File: src/common/clock_io_defs.svh
`ifndef CLOCK_IO_DEFS_SVH
`define CLOCK_IO_DEFS_SVH

// Display write ports
`define PORT_SECONDS     8'd2
`define PORT_MINUTES     8'd3
`define PORT_HOURS       8'd4

// RTC register ports
`define PORT_RTC_ADDR    8'd12
`define PORT_RTC_CMD     8'd13
`define PORT_RTC_WDATA   8'd15

// RTC read-only ports
`define PORT_RTC_STATUS  8'd1
`define PORT_RTC_RDATA   8'd5

// Keyboard read ports, key data shares its number with minutes
`define PORT_KEY_DATA    8'd3
`define PORT_KEY_STATUS  8'd14

// Clock cycles per RTC bus phase
`define RTC_PHASE_CYCLES 4

// Scan-code queue entries, also the initial credit count
`define KEY_QUEUE_DEPTH  4

`endif

File: src/common/clock_io_pkg.sv
`default_nettype none

package clock_io_pkg;

  //////////////////////////////////////////////////////////////////////
  // Processor port bus
  //////////////////////////////////////////////////////////////////////

  // Strobe-style port bus, one strobe per access
  typedef struct packed {
    logic [7:0] port_id;
    logic [7:0] out_port;
    logic       write_strobe;
    logic       read_strobe;
  } port_bus_t;

  //////////////////////////////////////////////////////////////////////
  // RTC transfer handshake
  //////////////////////////////////////////////////////////////////////

  // One transfer request, start is a single-cycle pulse
  typedef struct packed {
    logic       start;
    logic       is_read;
    logic [7:0] addr;
    logic [7:0] wdata;
  } rtc_req_t;

  // Done pulses once at the end of recovery
  typedef struct packed {
    logic       done;
    logic [7:0] rdata;
  } rtc_rsp_t;

  //////////////////////////////////////////////////////////////////////
  // Display and keyboard status
  //////////////////////////////////////////////////////////////////////

  // Time shown by the display, raw bytes from the processor
  typedef struct packed {
    logic [7:0] hours;
    logic [7:0] minutes;
    logic [7:0] seconds;
  } time_disp_t;

  // Key status byte as read on the key status port
  typedef struct packed {
    logic       not_empty;
    logic       overflow;
    logic [2:0] reserved;
    // Entries in the queue
    logic [2:0] count;
  } key_status_t;

endpackage

`default_nettype wire

File: src/keyboard/key_queue.sv
`default_nettype none

`include "clock_io_defs.svh"

module key_queue (
  input  wire                        clk,
  input  wire                        reset,
  input  wire                        push,
  input  wire  [7:0]                 code,
  input  wire                        pop,
  input  wire                        overflow,
  output logic [7:0]                 head,
  output clock_io_pkg::key_status_t  status,
  output logic                       credit_return
);

  localparam int DEPTH = `KEY_QUEUE_DEPTH;
  localparam int PTR_W = (DEPTH > 1) ? $clog2(DEPTH) : 1;
  localparam int CNT_W = $clog2(DEPTH + 1);

  logic [7:0]       mem [DEPTH];
  logic [PTR_W-1:0] wr_ptr;
  logic [PTR_W-1:0] rd_ptr;
  logic [CNT_W-1:0] count;
  logic             do_pop;

  // Pop of an empty queue is a no-op
  assign do_pop = pop && count != '0;

  always_ff @(posedge clk) begin
    if (push) begin
      mem[wr_ptr] <= code;
    end
  end

  // Pointers wrap at depth, no power of two needed
  always_ff @(posedge clk) begin
    if (reset) begin
      wr_ptr        <= '0;
      rd_ptr        <= '0;
      count         <= '0;
      credit_return <= 1'b0;
    end else begin
      credit_return <= do_pop;
      if (push) begin
        wr_ptr <= (wr_ptr == PTR_W'(DEPTH - 1)) ? '0 : wr_ptr + 1'b1;
      end
      if (do_pop) begin
        rd_ptr <= (rd_ptr == PTR_W'(DEPTH - 1)) ? '0 : rd_ptr + 1'b1;
      end
      case ({push, do_pop})
        2'b10:   count <= count + 1'b1;
        2'b01:   count <= count - 1'b1;
        default: ;
      endcase
    end
  end

  assign head = mem[rd_ptr];

  assign status.not_empty = (count != '0);
  assign status.overflow  = overflow;
  assign status.reserved  = 3'b000;
  assign status.count     = 3'(count);

  // Credit loop keeps the queue from ever filling past depth
  no_queue_overflow : assert property (@(posedge clk) disable iff (reset)
    push |-> (count < CNT_W'(DEPTH)) || do_pop);

endmodule

`default_nettype wire

File: config.mk
export PLATFORM = sky130hd
export DESIGN_NAME = key_queue
export DESIGN_NICKNAME = d
export VERILOG_FILES = /design/src/common/clock_io_pkg.sv /design/src/keyboard/key_queue.sv
export VERILOG_INCLUDE_DIRS = /design/src /design/src/common
export SDC_FILE = /design/constraint.sdc
export NUM_CORES = 1
export LEC_CHECK = 0
export ABC_CLOCK_PERIOD_IN_PS = 3700
export BUFFER_PORTS_ARGS = -buffer_cell sky130_fd_sc_hd__buf_2
export CAP_MARGIN = 10
export CORE_ASPECT_RATIO = 1.2
export CORE_MARGIN = 4
export CORE_UTILIZATION = 45
export DETAILED_ROUTE_END_ITERATION = 6
export PLACE_DENSITY = 0.67
export SLEW_MARGIN = 10
export SYNTH_ARGS = -nofsm -noshare
export SYNTH_HDL_FRONTEND = slang
export SYNTH_SLANG_ARGS = --single-unit
export TNS_END_PERCENT = 30
File: constraint.sdc
create_clock -name clk -period 3.7 [get_ports clk]
set_clock_uncertainty 0.15 [all_clocks]
set_input_delay 0.37 -clock clk [delete_from_list [all_inputs] [get_ports clk]]
set_output_delay 0.37 -clock clk [all_outputs]
set_load 0.02 [all_outputs]
== Word-level counts from Yosys, hierarchy flattened ==
Memories as Yosys holds them, arrays and structs flattened. A register that Yosys moved wholly into a read port is not among the register bits.
Index checks and enable logic that the tools add are counted.

* Add/subtract/negate cells: 4
* $mul: 0
* Div/mod/pow operators: 0
* $lt $le $gt $ge: 0
* Equality and inequality tests: 4
* Shifts and indexed selects: 0
* Multiplexer cells: 7
* Bitwise operators: 0
* Reduce and logical (&&, ||, !) cells: 3

{| class="wikitable"
|+ Operators with widths
! operator !! number
|-
| $mux 2 || 4
|-
| $eq 2x2->1 const B || 3
|-
| $pmux 3 s2 || 1
|-
| $add 2x1->2 const B || 2
|-
| $add 3x1->3 const B || 1
|-
| $reduce_bool 3->1 || 1
|-
| $sub 3x1->3 const B || 1
|-
| $eq 2x1->1 const B || 1
|-
| $mux 1 || 2
|-
| $reduce_bool 2->1 || 1
|-
| $logic_and 1x1->1 || 1
|}

* Bits in registers: 8
* Latch bits: 0
* Memory bits (writable): 32
* Memory bits (read-only): 0
* Bits of input ports: 13
* Output and inout port bits: 17
* Logic and storage cells: 23
* Memories kept: 1

{| class="wikitable"
|+ Memories
! name !! words !! width !! rd ports !! clocked after Yosys merged registers in !! write ports !! RTL line !! RTL
|-
| mem || 4 || 8 || 1 || 1 || 1 || key_queue.sv:21 || <nowiki>logic [7:0] mem [DEPTH];</nowiki>
|}

== Depth between registers and ports, before layout ==
* Depth after elaboration: 4
* Depth in mapped cells: 8
* Gate-level depth less buffers: 8

== Worst setup path before layout ==
Ideal clock, no wire load.

* Path type: reg2reg
* From: register count[0]
* To: register count[2]
* Setup time: 70 ps
* Data arrival time: 1,847 ps
* Data required time: 3,480 ps
* Setup slack: 1,633 ps
* Stages on the path, launching flop included: 9
* Clock period less this slack: 2,067 ps
* Cells stage by stage: dfxtp_1 -> o31ai_4 -> inv_1 -> ha_1 -> inv_1 -> fa_1 -> xor2_1 -> or3_1 -> a21oi_1

* Longest elaborated chain between the ends: 4
* Elaborated cells between the ends (all ways): 8

{| class="wikitable"
|+ RTL lines
! item !! RTL line !! RTL
|-
| start, declared || key_queue.sv:24 || <nowiki>logic [CNT_W-1:0] count;</nowiki>
|-
| start signal, assigned || key_queue.sv:52 || <nowiki>2'b10: count <= count + 1'b1;</nowiki>
|-
| start signal, assigned || key_queue.sv:53 || <nowiki>2'b01: count <= count - 1'b1;</nowiki>
|-
| $reduce_bool 3->1 * || key_queue.sv:28 || <nowiki>assign do_pop = pop && count != '0;</nowiki>
|-
| $logic_and 1x1->1 * || key_queue.sv:28 ||
|-
| via do_pop || key_queue.sv:25 || <nowiki>logic do_pop;</nowiki>
|-
| $eq 2x1->1 / $eq 2x2->1 (equally long branches) || key_queue.sv:51 || <nowiki>case ({push, do_pop})</nowiki>
|-
| $pmux 3 s2 / $reduce_bool 2->1 (equally long branches) || - ||
|}

The timed path passes the listed nets; every way through them passes the cells marked *.
A chain may end at the register's enable or synchronous reset.

==> flow_metrics.tcl <==
set metrics [dict create \
    status "completed" \
    cts_hold_buffers 0 \
    crit_family "flip-flops" \
    p_per_area_nw_per_um2 622 \
    htreeDepth 2 \
    synth.cell_area_um2 1680 \
    clock_sinks 42 \
    timing.rr.start "count[0]" \
    dp_slack_ns 1.59 \
    seq_area_frac_synth_pct 69.0 \
    worstReg2RegEnd "count[2]" \
    critPathSlowestCell "dfxtp_1" \
    synth_area_leaders "edfxtp_1, dfxtp_1, mux4_2" \
    crit_cells 2 \
    clk_latency_ns 0.28 \
    vias 846 \
    period_minus_slack_ns 2.24 \
    arrival_ns 1.72 \
    synth_warnings 0 \
    diodes 0 \
    yosysUniqueCellTypes 21 \
    place_area_um2 1830 \
    grt_max_degree 14 \
    coreArea_um2 3630 \
    clockBufferDepth 2 \
    drive_above_1_share_pct 34.4 \
    drt_iter0_markers 8 \
    root_buffer "clkbuf_8" \
    totalPowerFinal_uw 1200 \
    grt_pass1_vias 849 \
    clkTransAtPathRegs_ns 0.08 \
    fp.dieH_um 75.0 \
    initial_core_util_pct 46.3 \
    final.setup.worst_slack_ns 1.46 \
    relSlewSlack_pct 62.6 \
    drv_cap 0 \
    worstPathCellList "mux4_2 > buf_2" \
    instances_no_fill 177 \
    ant_nets 0 \
    die-area_um2 4780 \
    tightest_slew_ns 0.560 \
    ir_worst_vdd_uv 380 \
    hpwl_um 1760 \
    cp-end-kind "output port" \
    grt_antenna_before_repair 0 \
    wirelength_um 2430 \
    fillers 328 \
    setup_tns_ns 0 \
    cts_tree "yes" \
    fmax_mhz 447 \
    gp_congestion 0.697 \
    area_growth_syn_to_layout_pct 14.4 \
    cp.required_ns 3.18 \
    vias_per_cell 4.78 \
    synth_cells 98 \
    endpoint "head[1]" \
    rsz0062_at_grt "false" \
    critPathLaunchType "flip-flop" \
    numPortBuffers 24 \
    drc 0 \
    p_leak_uw 0.000723 \
    setup-violations-final 0 \
    period_share_pct 60.5 \
    worstSetupPathType "reg -> out" \
    critPathMaxFanout 8 \
    avgSynthCellArea_um2 17.2 \
    cts_setup_buffers 0 \
    stdcell_area_um2 1920 \
    critical-path-max-stage-delay_ns 0.68 \
    final_nets 144 \
    grt_util_all_layers_pct 11.8 \
    layout.area.seq_um2 1160 \
    rows 24 \
    grt_pass1_wl_um 4050 \
    reg2reg_depth 8 \
    drv_slew 0 \
    synth_largest_area_cell "edfxtp_1" \
    firstDrtPassIters 4 \
    numCtsBuffers 5 \
    die_w_um 63.8 \
    critPathBufInv 1 \
    dp.cells 169 \
    synth_top_area_share_pct 57.1 \
    hold_class "in -> reg" \
    multi_input_area_um2 457 \
    r2r_setup_slack_ns 1.62 \
    ctsResizeCount 0 \
    yosys_register_bits 42 \
    overflow 0 \
    wl_per_cell_um 13.7 \
    hold_violations 0 \
    io_pins 30 \
]
layout make-up:
class                           count  share of cell area [%]
Multi-Input combinational cell     44                    23.7
Clock buffer                        6                    4.29
Sequential cell                    42                    60.4
Timing Repair Buffer               24                    6.25
Tap cell                           52                    3.38
Inverter                            7                    1.37
Clock inverter                      2                   0.586
report_power, final:
| group | total (µW) | switching [µW] | internal, µW |
|---|---|---|---|
| clock | 298 | 147 | 150 |
| sequential | 602 | 52.1 | 549 |
| combinational | 296 | 160 | 136 |
| total | 1200 | 359 | 836 |
layer usage:
metal / global-route usage (%) / vias to the layer above / share of wire (%)
met2: 19.7 / 26 / 52
met3: 5.22 / 6 / 6.5
li1: - / 401 / -
met1: 12.7 / 413 / 39
met4: 6.71 / 0 / 2.2
met5: 0 / - / 0
logic make-up after synthesis:
family / Yosys count / share of synthesized area, %
xor gates and xnor gates: 2 / 1.04
adders and majority gates: 7 / 5.65
AOI/OAI and AO/OA: 6 / 2.98
muxes: 10 / 11.9
other: 1 / 0.223
DFF: 42 / 69.0
and+or+nand+nor: 16 / 4.91
buffers and inverters: 14 / 4.24
stage by stage:
step,utilization [%],hold slack [ns]
final,52.9,0.142
after global placement,50.3,0.339
after floorplan,-,0.318
after CTS,52.9,0.131
after global routing,52.9,0.127
after detailed placement,50.3,0.353
worst min-delay path by stage:
stage | slack (ns) | startpoint | cells after the start | endpoint
finish | 0.14 | code[2] | 1 | mem[3][2]
global route | 0.13 | code[7] | 1 | mem[2][7]
CTS | 0.13 | code[7] | 1 | mem[2][7]
detailed placement | 0.35 | rd_ptr[0] | 2 | flip-flop
global placement | 0.34 | rd_ptr[0] | 2 | rd_ptr[0]
floorplan | 0.32 | rd_ptr[0] | 2 | flip-flop
worst register-to-register path, stage by stage (launching register included):
cell and delay [ns]:
dfxtp_1 0.45, o31ai_4 0.12, inv_1 0.07, ha_1 0.19, inv_1 0.07, fa_1 0.37
xor2_1 0.16, or3_1 0.30, a21oi_1 0.14
registers in the layout, indices dropped and copies added, names as in the netlist, named ones only:
signal and count:
count 3, credit_return 1, mem 32, rd_ptr 2, wr_ptr 2
synthesized netlist by cell type, drive strengths merged:
library cell	n
conb	1
and2	4
inv	7
dfxtp	10
nand2	1
nor3b	1
buf	5
o21ai	1
ha	6
fa	1
o31ai	1
edfxtp	32
clkbuf	2
mux4	8
or3	3
xor2	2
a21oi	4
mux2i	2
nor2	7
cell usage in the layout, fill, tap and decap left out, drive strengths merged, types with 4 or more instances in the layout:
master / Yosys / final
edfxtp: 32 / 32
buf: 5 / 24
dfxtp: 10 / 10
mux4: 8 / 8
inv: 7 / 8
nor2: 7 / 7
ha: 6 / 6
clkbuf: 2 / 6
and2: 4 / 4
a21oi: 4 / 4
No activity file was read; power rests on OpenSTA's default activity.
