### src/common/clock_io_defs.svh
`ifndef CLOCK_IO_DEFS_SVH
`define CLOCK_IO_DEFS_SVH

// Display write ports
`define PORT_SECONDS     8'd2
`define PORT_MINUTES     8'd3
`define PORT_HOURS       8'd4

// RTC register ports
`define PORT_RTC_ADDR    8'd12
`define PORT_RTC_CMD     8'd13
`define PORT_RTC_WDATA   8'd15

// RTC read-only ports
`define PORT_RTC_STATUS  8'd1
`define PORT_RTC_RDATA   8'd5

// Keyboard read ports, key data shares its number with minutes
`define PORT_KEY_DATA    8'd3
`define PORT_KEY_STATUS  8'd14

// Clock cycles per RTC bus phase
`define RTC_PHASE_CYCLES 4

// Scan-code queue entries, also the initial credit count
`define KEY_QUEUE_DEPTH  4

`endif

### src/keyboard/ps2_receiver.sv
`default_nettype none

`include "clock_io_defs.svh"

module ps2_receiver (
  input  wire        clk,
  input  wire        reset,
  input  wire        ps2c,
  input  wire        ps2d,
  input  wire        credit_return,
  input  wire        clear_overflow,
  output logic       push,
  output logic [7:0] code,
  output logic       overflow
);

  localparam int DEPTH  = `KEY_QUEUE_DEPTH;
  localparam int CRED_W = $clog2(DEPTH + 1);

  logic              c_meta;
  logic              c_sync;
  logic              c_filt;
  logic              d_meta;
  logic              d_sync;
  logic              fall;
  logic [9:0]        shift_q;
  logic [3:0]        bit_cnt;
  logic              frame_good;
  logic              take;
  logic [CRED_W-1:0] credits;

  //////////////////////////////////////////////////////////////////////
  // Line sync and clock filter
  //////////////////////////////////////////////////////////////////////

  always_ff @(posedge clk) begin
    if (reset) begin
      c_meta <= 1'b1;
      c_sync <= 1'b1;
      c_filt <= 1'b1;
      d_meta <= 1'b1;
      d_sync <= 1'b1;
    end else begin
      c_meta <= ps2c;
      c_sync <= c_meta;
      d_meta <= ps2d;
      d_sync <= d_meta;
      // Level moves only on two agreeing samples
      if (c_meta == c_sync) begin
        c_filt <= c_sync;
      end
    end
  end

  assign fall = c_filt && !c_sync && !c_meta;

  //////////////////////////////////////////////////////////////////////
  // Framing
  //////////////////////////////////////////////////////////////////////

  // LSB first, start lands in bit 0 and parity in bit 9
  always_ff @(posedge clk) begin
    if (fall) begin
      shift_q <= {d_sync, shift_q[9:1]};
    end
  end

  always_ff @(posedge clk) begin
    if (reset) begin
      bit_cnt <= '0;
    end else if (fall) begin
      bit_cnt <= (bit_cnt == 4'd10) ? 4'd0 : bit_cnt + 4'd1;
    end
  end

  // Stop bit is the live sample, odd parity over data and parity
  assign frame_good = fall && bit_cnt == 4'd10 && !shift_q[0] && d_sync && ^shift_q[9:1];
  assign take       = frame_good && credits != '0;

  //////////////////////////////////////////////////////////////////////
  // Credits and push
  //////////////////////////////////////////////////////////////////////

  always_ff @(posedge clk) begin
    if (reset) begin
      push     <= 1'b0;
      overflow <= 1'b0;
      credits  <= CRED_W'(DEPTH);
    end else begin
      push    <= take;
      credits <= credits + CRED_W'(credit_return) - CRED_W'(take);
      if (frame_good && credits == '0) begin
        overflow <= 1'b1;
      end else if (clear_overflow) begin
        overflow <= 1'b0;
      end
    end
  end

  always_ff @(posedge clk) begin
    if (take) begin
      code <= shift_q[8:1];
    end
  end

  // Returns from the queue never outrun pushes so credits stay within depth
  credits_in_range : assert property (@(posedge clk) disable iff (reset)
    credits <= CRED_W'(DEPTH));

endmodule

`default_nettype wire

### config.mk
export PLATFORM = sky130hd
export DESIGN_NAME = ps2_receiver
export DESIGN_NICKNAME = d
export VERILOG_FILES = /design/src/keyboard/ps2_receiver.sv
export VERILOG_INCLUDE_DIRS = /design/src /design/src/common
export SDC_FILE = /design/constraint.sdc
export NUM_CORES = 1
export LEC_CHECK = 0
export BUFFER_PORTS_ARGS = -buffer_cell sky130_fd_sc_hd__clkbuf_2
export CELL_PAD_IN_SITES_DETAIL_PLACEMENT = 2
export CELL_PAD_IN_SITES_GLOBAL_PLACEMENT = 2
export CORE_ASPECT_RATIO = 0.7
export CORE_MARGIN = 4
export CORE_UTILIZATION = 38
export CTS_CLUSTER_SIZE = 30
export DETAILED_ROUTE_END_ITERATION = 8
export PLACE_DENSITY_LB_ADDON = 0.12
export SLEW_MARGIN = 10
export SYNTH_ARGS = -nofsm -noshare
export SYNTH_HDL_FRONTEND = slang
export SYNTH_SLANG_ARGS = --single-unit
export TNS_END_PERCENT = 5
### constraint.sdc
create_clock -name clk -period 4 [get_ports clk]
set_input_delay 0.4 -clock clk [delete_from_list [all_inputs] [get_ports clk]]
set_output_delay 0.4 -clock clk [all_outputs]
set_load 0.005 [all_outputs]
Word-level counts from Yosys, hierarchy flattened
Cells that the tools add are included.
{"block": "classes", "n_addsub": 3, "n_eq_ne": 2, "mux": 3, "reduce_logical": 15}
{"op": "9-bit parity", "n": 1}
{"op": "1-bit logical AND", "n": 8}
{"op": "4-bit by 1-bit adder with 4-bit output (second input constant)", "n": 1}
{"op": "4-bit == test (second input constant)", "n": 1}
{"op": "4-bit 2-to-1 mux", "n": 1}
{"op": "3-bit by 1-bit adder with 3-bit output", "n": 1}
{"op": "1-bit zero test", "n": 3}
{"op": "3-bit zero test", "n": 1}
{"op": "3-bit nonzero test", "n": 1}
{"op": "3-bit by 1-bit subtractor with 3-bit output", "n": 1}
{"op": "1-bit 2-to-1 mux", "n": 2}
{"op": "2-bit nonzero test", "n": 1}
{"op": "1-bit == test", "n": 1}
{"block": "totals", "ff_bits": 32, "input_bits": 6, "out_inout_bits": 10, "word_cells": 34}

Depth between registers and ports, before layout
Gate-level depths: netlist of run 1.
{"block": "depth", "ltp_word": 9, "mapped_depth": 12, "ltp_nobuf": 12}

Worst setup path after synthesis of run 1
OpenSTA, ideal clock, no wires.
{"block": "synth_path", "path_kind": "register -> register", "startpoint": "register c_filt", "endpoint": "register credits[2]", "setup_ns": 0.117, "arrival_ns": 3.242, "path_slack_ns": 0.641, "stages_incl_launch_ff": 12, "path_buffers": 0, "cell_sequence": "dfxtp_1 nor3b_2 nand2_1 nor3_1 ha_1 inv_1 ha_1 inv_1 fa_1 xor2_1 xnor2_1 nand2b_1"}
{"block": "synth_between", "elab_chain_cells": 8}
{"item": "start, declared", "line_no": "ps2_receiver.sv:22", "rtl": "logic c_filt;"}
{"item": "start signal, assigned", "line_no": "ps2_receiver.sv:50", "rtl": "c_filt <= c_sync;"}
{"item": "1-bit logical AND (2 in a row)", "line_no": "ps2_receiver.sv:55", "rtl": "assign fall = c_filt && !c_sync && !c_meta;"}
{"item": "1-bit logical AND (4 in a row)", "line_no": "ps2_receiver.sv:77", "rtl": "assign frame_good = fall && bit_cnt == 4'd10 && !shift_q[0] && d_sync && ^shift_q[9:1];"}
{"item": "1-bit logical AND", "line_no": "ps2_receiver.sv:78", "rtl": "assign take = frame_good && credits != '0;"}
{"item": "net take", "line_no": "ps2_receiver.sv:29", "rtl": "logic take;"}
{"item": "3-bit by 1-bit subtractor with 3-bit output", "line_no": "ps2_receiver.sv:91", "rtl": "credits <= credits + CRED_W'(credit_return) - CRED_W'(take);"}
{"item": "end signal, assigned", "line_no": "ps2_receiver.sv:88", "rtl": "credits <= CRED_W'(DEPTH);"}
{"item": "end signal, assigned", "line_no": "ps2_receiver.sv:91"}
{"item": "end, declared", "line_no": "ps2_receiver.sv:30", "rtl": "logic [CRED_W-1:0] credits;"}
The timed path passes the listed nets, and every way through them passes these cells.
A chain may end at the register's enable or synchronous reset.

Worst setup path in the final report of run 1
{"block": "layout_path", "startpoint": "register shift_q[3]", "endpoint": "register credits[2]"}
{"block": "layout_between", "elab_chain_cells": 4}
{"item": "start, declared", "line_no": "ps2_receiver.sv:26", "rtl": "logic [9:0] shift_q;"}
{"item": "start signal, assigned", "line_no": "ps2_receiver.sv:64", "rtl": "shift_q <= {d_sync, shift_q[9:1]};"}
{"item": "9-bit parity", "line_no": "ps2_receiver.sv:77"}
{"item": "1-bit logical AND", "line_no": "ps2_receiver.sv:77"}
{"item": "1-bit logical AND", "line_no": "ps2_receiver.sv:78"}
{"item": "net take", "line_no": "ps2_receiver.sv:29"}
{"item": "3-bit by 1-bit subtractor with 3-bit output", "line_no": "ps2_receiver.sv:91"}
The timed path passes the listed nets, and every way through them passes these cells.

==> impl_metrics.env, run 1 <==
export IMPL_portBuffers=15
export IMPL_synth_common_cells="edfxtp_1 (18), dfxtp_1 (14), xnor2_1 (6)"
export IMPL_p_sw_frac=0.217
export IMPL_max_freq_mhz=336
export IMPL_grtUsageTotal=0.149
export IMPL_dieArea_mm2=0.00416
export IMPL_grt_pass1_vias=774
export IMPL_worstPathRequired_ps=4170
export IMPL_syn_to_final_growth_pct=17.6
export IMPL_antenna_found_initial=0
export IMPL_ctsLongestPathBuffers=2
export IMPL_vdd_ir_drop_worst_uv=217
export IMPL_start_kind="flop"
export IMPL_fill_cells=295
export IMPL_final_hold_violation_count=0
export IMPL_hpwl_mm=1.90
export IMPL_rows=16
export IMPL_syn_inst=85
export IMPL_synth_edf_count=18
export IMPL_p_clk_frac=0.380
export IMPL_p_switching_w=0.000135
export IMPL_power_share_combinational=0.044
export IMPL_antenna_left=0
export IMPL_drt_wirelength_per_cell_um=17.8
export IMPL_worstSetupPathType="flop to flop"
export IMPL_clk_pin_slew_ps=60
export IMPL_cts_max_level=2
export IMPL_clock_latency_ps=290
export IMPL_synth_top_area_cell="edfxtp_1"
export IMPL_async_reset_ff_frac=0
export IMPL_multi_input_area_um2=373
export IMPL_synth_area_mm2=0.00121
export IMPL_drt_wl_total_mm=2.57
export IMPL_ys_types=26
export IMPL_final_layout_size_suffix_gt1_frac=0.275
export IMPL_cts_setup_buffers=0
export IMPL_overflow=0
export IMPL_clock_sinks=32
export IMPL_cts_buffers=5
export IMPL_seq_area_um2=821
export IMPL_end_kind="flop"
export IMPL_drt_iter0_markers=65
export IMPL_timing_hold_ws_ps=292
export IMPL_drv_slew=0
export IMPL_grt_max_degree=18
export IMPL_worst_pin_slew_ps=321
export IMPL_synth_top_cell_area_share=0.447
export IMPL_vias=713
export IMPL_yosysMostFrequentCell="edfxtp_1"
export IMPL_grt_pass1_wl_mm=4.04
export IMPL_setup_tns_ps=0
export IMPL_ys_warn_count=0
export IMPL_core_area_mm2=0.00292
export IMPL_period_minus_slack_ps=2970
export IMPL_via_per_inst=4.92
export IMPL_p_leak_nw=0.532
export IMPL_cp_arrival_ps=3150
export IMPL_synth_area_top_cells="edfxtp_1 (45%), dfxtp_1 (23%), xnor2_1 (4.3%)"
export IMPL_antenna_cells=0
export IMPL_power_frac_seq=0.576
export IMPL_drt_first_pass_iters=4
export IMPL_initial_core_util=0.414
export IMPL_setup_viol=0
export IMPL_outcome="completed"
export IMPL_pin_count=16
export IMPL_final_setup_skew_ps=4.00
export IMPL_period_share=0.743
export IMPL_syn_nets=94
export IMPL_avgSynthCellArea_um2=14.2
export IMPL_cts_resized_gates=0
export IMPL_critPathMaxFanout=3
export IMPL_synth_seq_cells=32
export IMPL_p_int_w=0.000487
export IMPL_maxCapViolCount=0
export IMPL_nets=117
export IMPL_die_x_um=75.4
export IMPL_power_density_mw_per_mm2=438
export IMPL_root_buffer="clkbuf_8"
export IMPL_holdCritPathClass="input pin to flop"
export IMPL_hold_buffers=0
export IMPL_drc_errors=0
export IMPL_yosysSeqAreaShare=0.679
export IMPL_rsz0062_at_grt="false"
export IMPL_synthFlopType="edfxtp_1"
export IMPL_die_height_um=55.2
export IMPL_gp_congestion=0.692
export IMPL_relSlewSlack=0.785
export IMPL_cts_tree="done"
path summary, 6_finish.rpt:
| check | start | to | slack, ps | cells after the start |
|---|---|---|---|---|
| max | shift_q[3] | credits[2] | 1030 | 12 |
| min | ps2c | c_meta | 290 | 2 |
| max reg2reg | shift_q[3] | credits[2] | 1030 | 12 |
| min reg2reg | d_meta | d_sync | 420 | 1 |
metrics by stage:
step | std cells | utilization | setup WS, ps | total power, W | cell area [um2]
floorplan | 85 | - | 641 | 0.000383 | 1210
global placement | 137 | 0.458 | 1140 | 0.000389 | 1340
detailed placement | 137 | 0.458 | 1010 | 0.000393 | 1340
CTS | 145 | 0.486 | 976 | 0.000635 | 1420
global route | 145 | 0.486 | 772 | 0.000651 | 1420
finish | 145 | 0.486 | 1030 | 0.000622 | 1420
power by group through the flow:
stage,Combinational (W),Clock (W),Sequential [W]
2_1_floorplan,0.0000196,0,0.000363
3_3_place_gp,0.0000251,0,0.000364
3_5_place_dp,0.0000275,0,0.000366
4_1_cts,0.0000278,0.000249,0.000358
5_1_grt,0.0000311,0.000260,0.000359
6_report,0.0000271,0.000237,0.000358
flip-flops by register name, summed over array words and instances (netlist names):
signal	cells
bit_cnt	4
c_filt	1
c_meta	1
c_sync	1
code	8
credits	3
d_meta	1
d_sync	1
overflow	1
push	1
shift_q	10
routing by layer:
layer	GRT usage	part of all wire
met1	0.165	0.44
met2	0.242	0.48
met4	0.105	0.028
met3	0.0542	0.047
met5	0	0
worst max-delay path: stages, from the launching register on:
cell,delay (ps)
edfxtp_1,420
xor2_1,210
xnor3_1,460
xnor2_1,200
nor3_1,300
ha_1,290
inv_1,50
ha_1,120
inv_1,40
fa_1,370
xor2_1,170
xnor2_1,140
nand2b_1,80
kinds of logic (layout without fill, tap and decap cells):
family          count (synthesis)  in the layout  synth area share
flops                          32             32             0.679
buf+inv                         4             28            0.0124
fa+ha+maj                       3              3            0.0373
xor+xnor                       11             11            0.0911
simple gates                   28             28             0.147
compound gates                  7              7            0.0331
layout make-up:
class	count	share of cell area
clock buffers	7	0.0537
inverters	3	0.00792
repair buffers	17	0.0634
flip-flops and latches	32	0.577
clock inverters	1	0.00352
multi-input cells	49	0.262
well taps	36	0.0317
layout by cell type (no fill, tap or decap):
| master | count |
|---|---|
| nor2b_1 | 3 |
| nand2b_1 | 3 |
| inv_1 | 3 |
| xnor2_1 | 6 |
| nor2_1 | 3 |
| or2_2 | 4 |
| and4b_1 | 1 |
| xor2_1 | 4 |
| o21bai_1 | 1 |
| a21oi_1 | 3 |
| and3b_1 | 1 |
| dfxtp_1 | 14 |
| nand3_1 | 2 |
| nand3b_1 | 2 |
| ha_1 | 2 |
| nand2_1 | 3 |
| nor4_2 | 1 |
| clkbuf_1 | 2 |
| or3b_2 | 1 |
| o21ai_0 | 2 |
| buf_4 | 2 |
| edfxtp_1 | 18 |
| xnor3_1 | 1 |
| clkinv_2 | 1 |
| fa_1 | 1 |
| nor3b_2 | 1 |
| nor3_1 | 3 |
| clkbuf_2 | 15 |
| clkbuf_8 | 5 |
| o31ai_1 | 1 |
Power figures use the tool's default switching activity.
==> inputs of run 2 (changes only) <==
--- a/config.mk
+++ b/config.mk
@@ -6,12 +6,13 @@
 export SDC_FILE = /design/constraint.sdc
 export NUM_CORES = 1
 export LEC_CHECK = 0
+export ABC_AREA = 1
 export BUFFER_PORTS_ARGS = -buffer_cell sky130_fd_sc_hd__clkbuf_2
 export CELL_PAD_IN_SITES_DETAIL_PLACEMENT = 2
 export CELL_PAD_IN_SITES_GLOBAL_PLACEMENT = 2
 export CORE_ASPECT_RATIO = 0.7
 export CORE_MARGIN = 4
-export CORE_UTILIZATION = 38
+export CORE_UTILIZATION = 36
 export CTS_CLUSTER_SIZE = 30
 export DETAILED_ROUTE_END_ITERATION = 8
 export PLACE_DENSITY_LB_ADDON = 0.12
==> constraint.sdc (replaced) <==
create_clock -name clk -period 3.08 [get_ports clk]
set_input_delay 0.308 -clock clk [delete_from_list [all_inputs] [get_ports clk]]
set_output_delay 0.308 -clock clk [all_outputs]
set_load 0.005 [all_outputs]
==> run 2 against run 1 <==
  * Synthesized cell count increased by 44%
  * Non-clock buffer count decreased by 1
  * Sequential share of layout area decreased by 3.5 points
  * Highest routed layer unchanged
==> impl_metrics.env, run 2 <==
export IMPL_dieArea_mm2=0.00464
export IMPL_nets=153
export IMPL_core_area_mm2=0.00330
export IMPL_cts_tree="done"
export IMPL_setup_viol=0
export IMPL_yosysMostFrequentCell="nand2_1"
export IMPL_cts_setup_buffers=0
export IMPL_synth_common_cells="nand2_1 (28), inv_1 (21), edfxtp_1 (18)"
export IMPL_final_cell_mix="nand2_1 (28), inv_1 (21), edfxtp_1 (18)"
export IMPL_power_density_mw_per_mm2=530
export IMPL_via_per_inst=4.67
export IMPL_cts_max_level=2
export IMPL_drt_iter0_markers=22
export IMPL_synth_top_area_cell="edfxtp_1"
export IMPL_hold_start="ps2d"
export IMPL_grt_max_degree=14
export IMPL_period_share=0.818
export IMPL_final_layout_size_suffix_gt1_frac=0.207
export IMPL_worstPathRequired_ps=3250
export IMPL_clock_sinks=32
export IMPL_pin_count=16
export IMPL_synth_seq_cells=32
export IMPL_vias=897
export IMPL_holdCritPathClass="input pin to flop"
export IMPL_critPathMaxFanout=4
export IMPL_vdd_ir_drop_worst_uv=279
export IMPL_worstSetupPathType="flop to flop"
export IMPL_grt_pass1_wl_mm=4.54
export IMPL_rr_worst_depth=15
export IMPL_worst_pin_slew_ps=510
export IMPL_cp_arrival_ps=2690
export IMPL_grt_pass1_vias=935
export IMPL_antenna_cells=0
export IMPL_cts_buffers=5
export IMPL_hold_buffers=0
export IMPL_antenna_found_initial=0
export IMPL_syn_to_final_growth_pct=16.8
export IMPL_synthFlopType="edfxtp_1"
export IMPL_wl_met2_mm=1.33
export IMPL_outcome="completed"
export IMPL_drc_errors=0
export IMPL_final_hold_violation_count=0
export IMPL_rows=17
export IMPL_drv_slew=0
export IMPL_syn_inst=122
export IMPL_timing_hold_ws_ps=200
export IMPL_top_regs="shift_q (10), code (8), bit_cnt (4)"
export IMPL_mostFrequentLayoutCell="nand2_1"
export IMPL_reg2reg_to="credits[2]"
export IMPL_synth_area_top_cells="edfxtp_1 (42%), dfxtp_1 (22%), nand2_1 (8.1%)"
export IMPL_drt_wl_total_mm=2.83
export IMPL_synth_top_cell_area_share=0.417
export IMPL_root_buffer="clkbuf_8"
export IMPL_min_to="d_meta"
export IMPL_ctsLongestPathBuffers=2
export IMPL_p_leak_nw=0.649
export IMPL_top_register="shift_q"
export IMPL_ys_types=24
export IMPL_synth_area_mm2=0.00130
export IMPL_wl_met1_mm=1.31
export IMPL_yosysSeqAreaShare=0.633
export IMPL_hold_path_depth=2
export IMPL_drt_first_pass_iters=2
export IMPL_async_reset_ff_frac=0
export IMPL_syn_nets=131
export IMPL_portBuffers=15
export IMPL_avgSynthCellArea_um2=10.6
export IMPL_initial_core_util=0.393
export IMPL_setup_tns_ps=0
export IMPL_relSlewSlack=0.660
export IMPL_dr_max_layer_used="met4"
export IMPL_die_height_um=58.2
export IMPL_rsz0062_at_grt="false"
export IMPL_drt_wirelength_per_cell_um=14.7
export IMPL_end_kind="flop"
export IMPL_r2r_slack_ps=560
export IMPL_cts_resized_gates=0
export IMPL_ys_warn_count=0
export IMPL_hpwl_mm=2.15
export IMPL_antenna_left=0
export IMPL_gp_congestion=0.664
export IMPL_clock_latency_ps=280
export IMPL_synth_edf_count=18
export IMPL_grtUsageTotal=0.139
export IMPL_maxCapViolCount=0
export IMPL_start_kind="flop"
export IMPL_clk_pin_slew_ps=60
export IMPL_largest_reg_flops=10
export IMPL_wl_met3_um=118
export IMPL_r2r_start="shift_q[2]"
export IMPL_final_setup_skew_ps=4.41
export IMPL_overflow=0
export IMPL_max_freq_mhz=397
export IMPL_period_minus_slack_ps=2520
export IMPL_die_x_um=79.7
run 2: changes by cell type in the layout (fill, tap and decap cells not counted), moves of 2 or more:
cell      change
xnor2_1       -4
inv_1        +18
nand2_1      +25
nor2b_1       -3
nand2b_1      -3
nor2_1        +2
run 2: logic make-up after synthesis:
kind of cell	count (synthesis)	share of synthesized area
adders and majority gates	3	0.0347
xor gates and xnor gates	5	0.0338
DFF	32	0.633
and+or+nand+nor	50	0.189
buffers and inverters	22	0.0637
AOI/OAI and AO/OA	10	0.0454
run 2: power by group:
group / internal [W] / switching [W]
Clock: 0.000157 / 0.000148
Combinational: 0.0000138 / 0.0000208
Sequential: 0.000456 / 0.00000657
Total: 0.000627 / 0.000175
run 2: layer usage:
layer / vias up / global-route usage
met1: 436 / 0.164
met5: - / 0
li1: 436 / -
met2: 17 / 0.216
met4: 0 / 0.0882
met3: 8 / 0.0466
run 2: worst max-delay path: stages, from the launching register on:
cell	delay, ps
edfxtp_1	480
xnor2_1	230
nand2_1	70
nand2_1	120
nand3_1	100
nand2_2	90
nand2_1	80
nor2_1	170
ha_1	260
inv_1	60
ha_1	130
inv_1	50
fa_1	350
inv_1	70
or2_2	110
nand3_1	50
run 2: how the worst max path moves through the flow:
stage	startpoint	to	slack, ps	cells after the start
final	shift_q[2]	credits[2]	560	15
after floorplan	shift_q[6]	credits[2]	490	17
after global routing	shift_q[2]	credits[2]	290	15
after global placement	shift_q[4]	credits[2]	700	17
after CTS	shift_q[2]	credits[2]	500	15
after detailed placement	shift_q[2]	credits[2]	540	15
run 2: cell type report:
class | instances | area [um2]
inverters | 21 | 78.8
fillers | 351 | 1780
multi-input cells | 68 | 393
clock buffers | 7 | 76.3
flip-flops and latches | 32 | 821
well taps | 47 | 58.8
clock inverters | 1 | 3.75
repair buffers | 16 | 82.6
run 2: through the flow:
step / std cells / setup slack (ps) / instance area [um2] / total power [W] / utilization
2_1_floorplan: 122 / 490 / 1300 / 0.000495 / -
3_3_place_gp: 184 / 696 / 1430 / 0.000504 / 0.435
3_5_place_dp: 184 / 539 / 1430 / 0.000508 / 0.435
4_1_cts: 192 / 503 / 1510 / 0.000810 / 0.459
5_1_grt: 192 / 293 / 1510 / 0.000836 / 0.459
6_report: 192 / 559 / 1510 / 0.000802 / 0.459
==> inputs of run 3 (changes only) <==
--- a/config.mk
+++ b/config.mk
@@ -6,13 +6,13 @@
 export SDC_FILE = /design/constraint.sdc
 export NUM_CORES = 1
 export LEC_CHECK = 0
-export ABC_AREA = 1
+export ABC_AREA = 0
 export BUFFER_PORTS_ARGS = -buffer_cell sky130_fd_sc_hd__clkbuf_2
 export CELL_PAD_IN_SITES_DETAIL_PLACEMENT = 2
 export CELL_PAD_IN_SITES_GLOBAL_PLACEMENT = 2
 export CORE_ASPECT_RATIO = 0.7
 export CORE_MARGIN = 4
-export CORE_UTILIZATION = 36
+export CORE_UTILIZATION = 34
 export CTS_CLUSTER_SIZE = 30
 export DETAILED_ROUTE_END_ITERATION = 8
 export PLACE_DENSITY_LB_ADDON = 0.12
==> constraint.sdc (replaced) <==
create_clock -name clk -period 2.3 [get_ports clk]
set_input_delay 0.23 -clock clk [delete_from_list [all_inputs] [get_ports clk]]
set_output_delay 0.23 -clock clk [all_outputs]
set_load 0.005 [all_outputs]
==> run 3 against run 2 <==
  * The flow now finishes with violations (negative setup slack)
  * Register-to-register slack worse by 1000 ps
  * Sequential share of layout area is 3.0 points lower
  * First-iteration DRC count is 9.1% lower
  * Critical endpoint unchanged
  * Highest routed layer is now met3
==> impl_metrics.env, run 3 (synthesized netlist as in run 1, its figures left out) <==
export IMPL_drt_iter0_markers=20
export IMPL_root_buffer="clkbuf_8"
export IMPL_reg2reg_to="credits[2]"
export IMPL_max_stage_delay_ps=470
export IMPL_die_x_um=79.3
export IMPL_grtUsageMet1=0.145
export IMPL_start_kind="flop"
export IMPL_power_share_combinational=0.051
export IMPL_min_to="c_meta"
export IMPL_grt_pass1_wl_mm=4.22
export IMPL_pin_count=16
export IMPL_clock_latency_ps=290
export IMPL_setup_viol=2
export IMPL_violations="negative setup slack"
export IMPL_total_power_w=0.00121
export IMPL_worst_pin_slew_ps=314
export IMPL_grt_util_met3=0.0776
export IMPL_cts_max_level=2
export IMPL_outcome="finished with violations"
export IMPL_portBuffers=15
export IMPL_final_setup_skew_ps=8.93
export IMPL_final_cell_mix="edfxtp_1 (18), buf_4 (17), clkbuf_2 (15)"
export IMPL_relSlewSlack=0.789
export IMPL_vias=759
export IMPL_cts_tree="done"
export IMPL_rows=17
export IMPL_rr_worst_depth=12
export IMPL_cp_arrival_ps=2920
export IMPL_nets=132
export IMPL_core_area_mm2=0.00328
export IMPL_p_leak_nw=0.631
export IMPL_grt_util_met2=0.215
export IMPL_period_share=1.19
export IMPL_cts_resized_gates=0
export IMPL_via_per_inst=4.44
export IMPL_syn_to_final_growth_pct=32.5
export IMPL_p_clk_frac=0.435
export IMPL_hpwl_mm=1.86
export IMPL_clock_sinks=32
export IMPL_initial_core_util=0.369
export IMPL_stdcell_area_mm2=0.00160
export IMPL_antenna_left=0
export IMPL_clk_pin_slew_ps=70
export IMPL_placed_cell_area_mm2=0.00149
export IMPL_startpoint="shift_q[6]"
export IMPL_rsz0062_at_grt="true"
export IMPL_worstPathRequired_ps=2470
export IMPL_drv_slew=0
export IMPL_final_layout_size_suffix_gt1_frac=0.395
export IMPL_path_depth=12
export IMPL_grtUsageTotal=0.130
export IMPL_die_height_um=57.9
export IMPL_grt_pass1_vias=851
export IMPL_worstSetupPathType="flop to flop"
export IMPL_max_freq_mhz=364
export IMPL_grt_most_used_layer="met2"
export IMPL_path_delay_family="XOR/XNOR gates"
export IMPL_top_regs="shift_q (10), code (8), bit_cnt (4)"
export IMPL_top_register="shift_q"
export IMPL_mostFrequentLayoutCell="edfxtp_1"
export IMPL_r2r_start="shift_q[6]"
export IMPL_worst_path_buf_inv=2
export IMPL_drt_wl_total_mm=2.52
export IMPL_gp_congestion=0.666
export IMPL_grt_max_degree=17
export IMPL_drc_errors=0
export IMPL_vdd_ir_drop_worst_uv=679
export IMPL_p_sw_frac=0.201
export IMPL_ctsLongestPathBuffers=2
export IMPL_maxCapViolCount=0
export IMPL_slowest_stage="xnor3_1"
export IMPL_antenna_found_initial=0
export IMPL_largest_reg_flops=10
export IMPL_fill_cells=352
export IMPL_p_switching_w=0.000243
export IMPL_end_kind="flop"
export IMPL_overflow=0
export IMPL_power_density_mw_per_mm2=754
export IMPL_setup_tns_ps=-719
export IMPL_holdCritPathClass="input pin to flop"
export IMPL_final_hold_violation_count=0
export IMPL_hold_path_depth=2
export IMPL_antenna_cells=0
export IMPL_dieArea_mm2=0.00459
export IMPL_drt_wirelength_per_cell_um=14.8
export IMPL_p_int_w=0.000965
export IMPL_drt_first_pass_iters=4
export IMPL_cts_buffers=5
export IMPL_path_cells="xor2_1 > xnor3_1 > xnor2_2 > nor3_4 > ha_1 > inv_1 > ha_1 > inv_1 > fa_2 > xor2_1 > xnor2_1 > nand2b_1"
export IMPL_critPathMaxFanout=2
export IMPL_hold_start="ps2c"
export IMPL_r2r_slack_ps=-450
export IMPL_period_minus_slack_ps=2750
export IMPL_setup_ws_ps=-445
export IMPL_power_frac_seq=0.514
==> run 3: worst max path at each step <==
stage                             to  slack, ps
after CTS                 credits[2]       -470
final                     credits[2]       -450
after detailed placement  credits[2]       -490
after global placement    credits[2]       -370
after floorplan           credits[2]       -480
after global routing      credits[2]       -640
==> run 3: area by class of cell <==
class / instances / area (um2) / area share
Sequential cell: 32 / 821 / 0.512
Clock inverter: 2 / 35.0 / 0.0219
Clock buffer: 6 / 72.6 / 0.0453
Multi-Input combinational cell: 49 / 400 / 0.250
Timing Repair Buffer: 32 / 203 / 0.127
Tap cell: 47 / 58.8 / 0.0367
Inverter: 3 / 11.3 / 0.00703
==> run 3: repair_timing <==
action / CTS / global route
buffers inserted: 1 / 0
hold buffers: 0 / 0
endpoints found under the setup margin: 2 / 3
pin swaps: 4 / 1
==> run 3: routing by layer <==
layer	wire length [um]	part of all wire
met1	1110	0.44
met2	1250	0.50
met3	164	0.065
met4	0	0
met5	0	0
==> run 3: power by group through the flow <==
stage / Combinational, W / Clock (W) / Sequential, W
3_3_place_gp: 0.0000566 / 0 / 0.000632
3_5_place_dp: 0.0000608 / 0 / 0.000633
5_1_grt: 0.0000707 / 0.000565 / 0.000621
6_report: 0.0000617 / 0.000526 / 0.000620
4_1_cts: 0.0000633 / 0.000540 / 0.000620
2_1_floorplan: 0.0000373 / 0 / 0.000632
==> run 3: per-stage QoR <==
step,worst slack (ps),std cells,hold WS [ps],util
finish,-445,171,127,0.489
global route,-642,171,121,0.489
CTS,-466,171,117,0.489
detailed placement,-488,162,406,0.454
global placement,-368,162,407,0.454
floorplan,-478,85,302,-
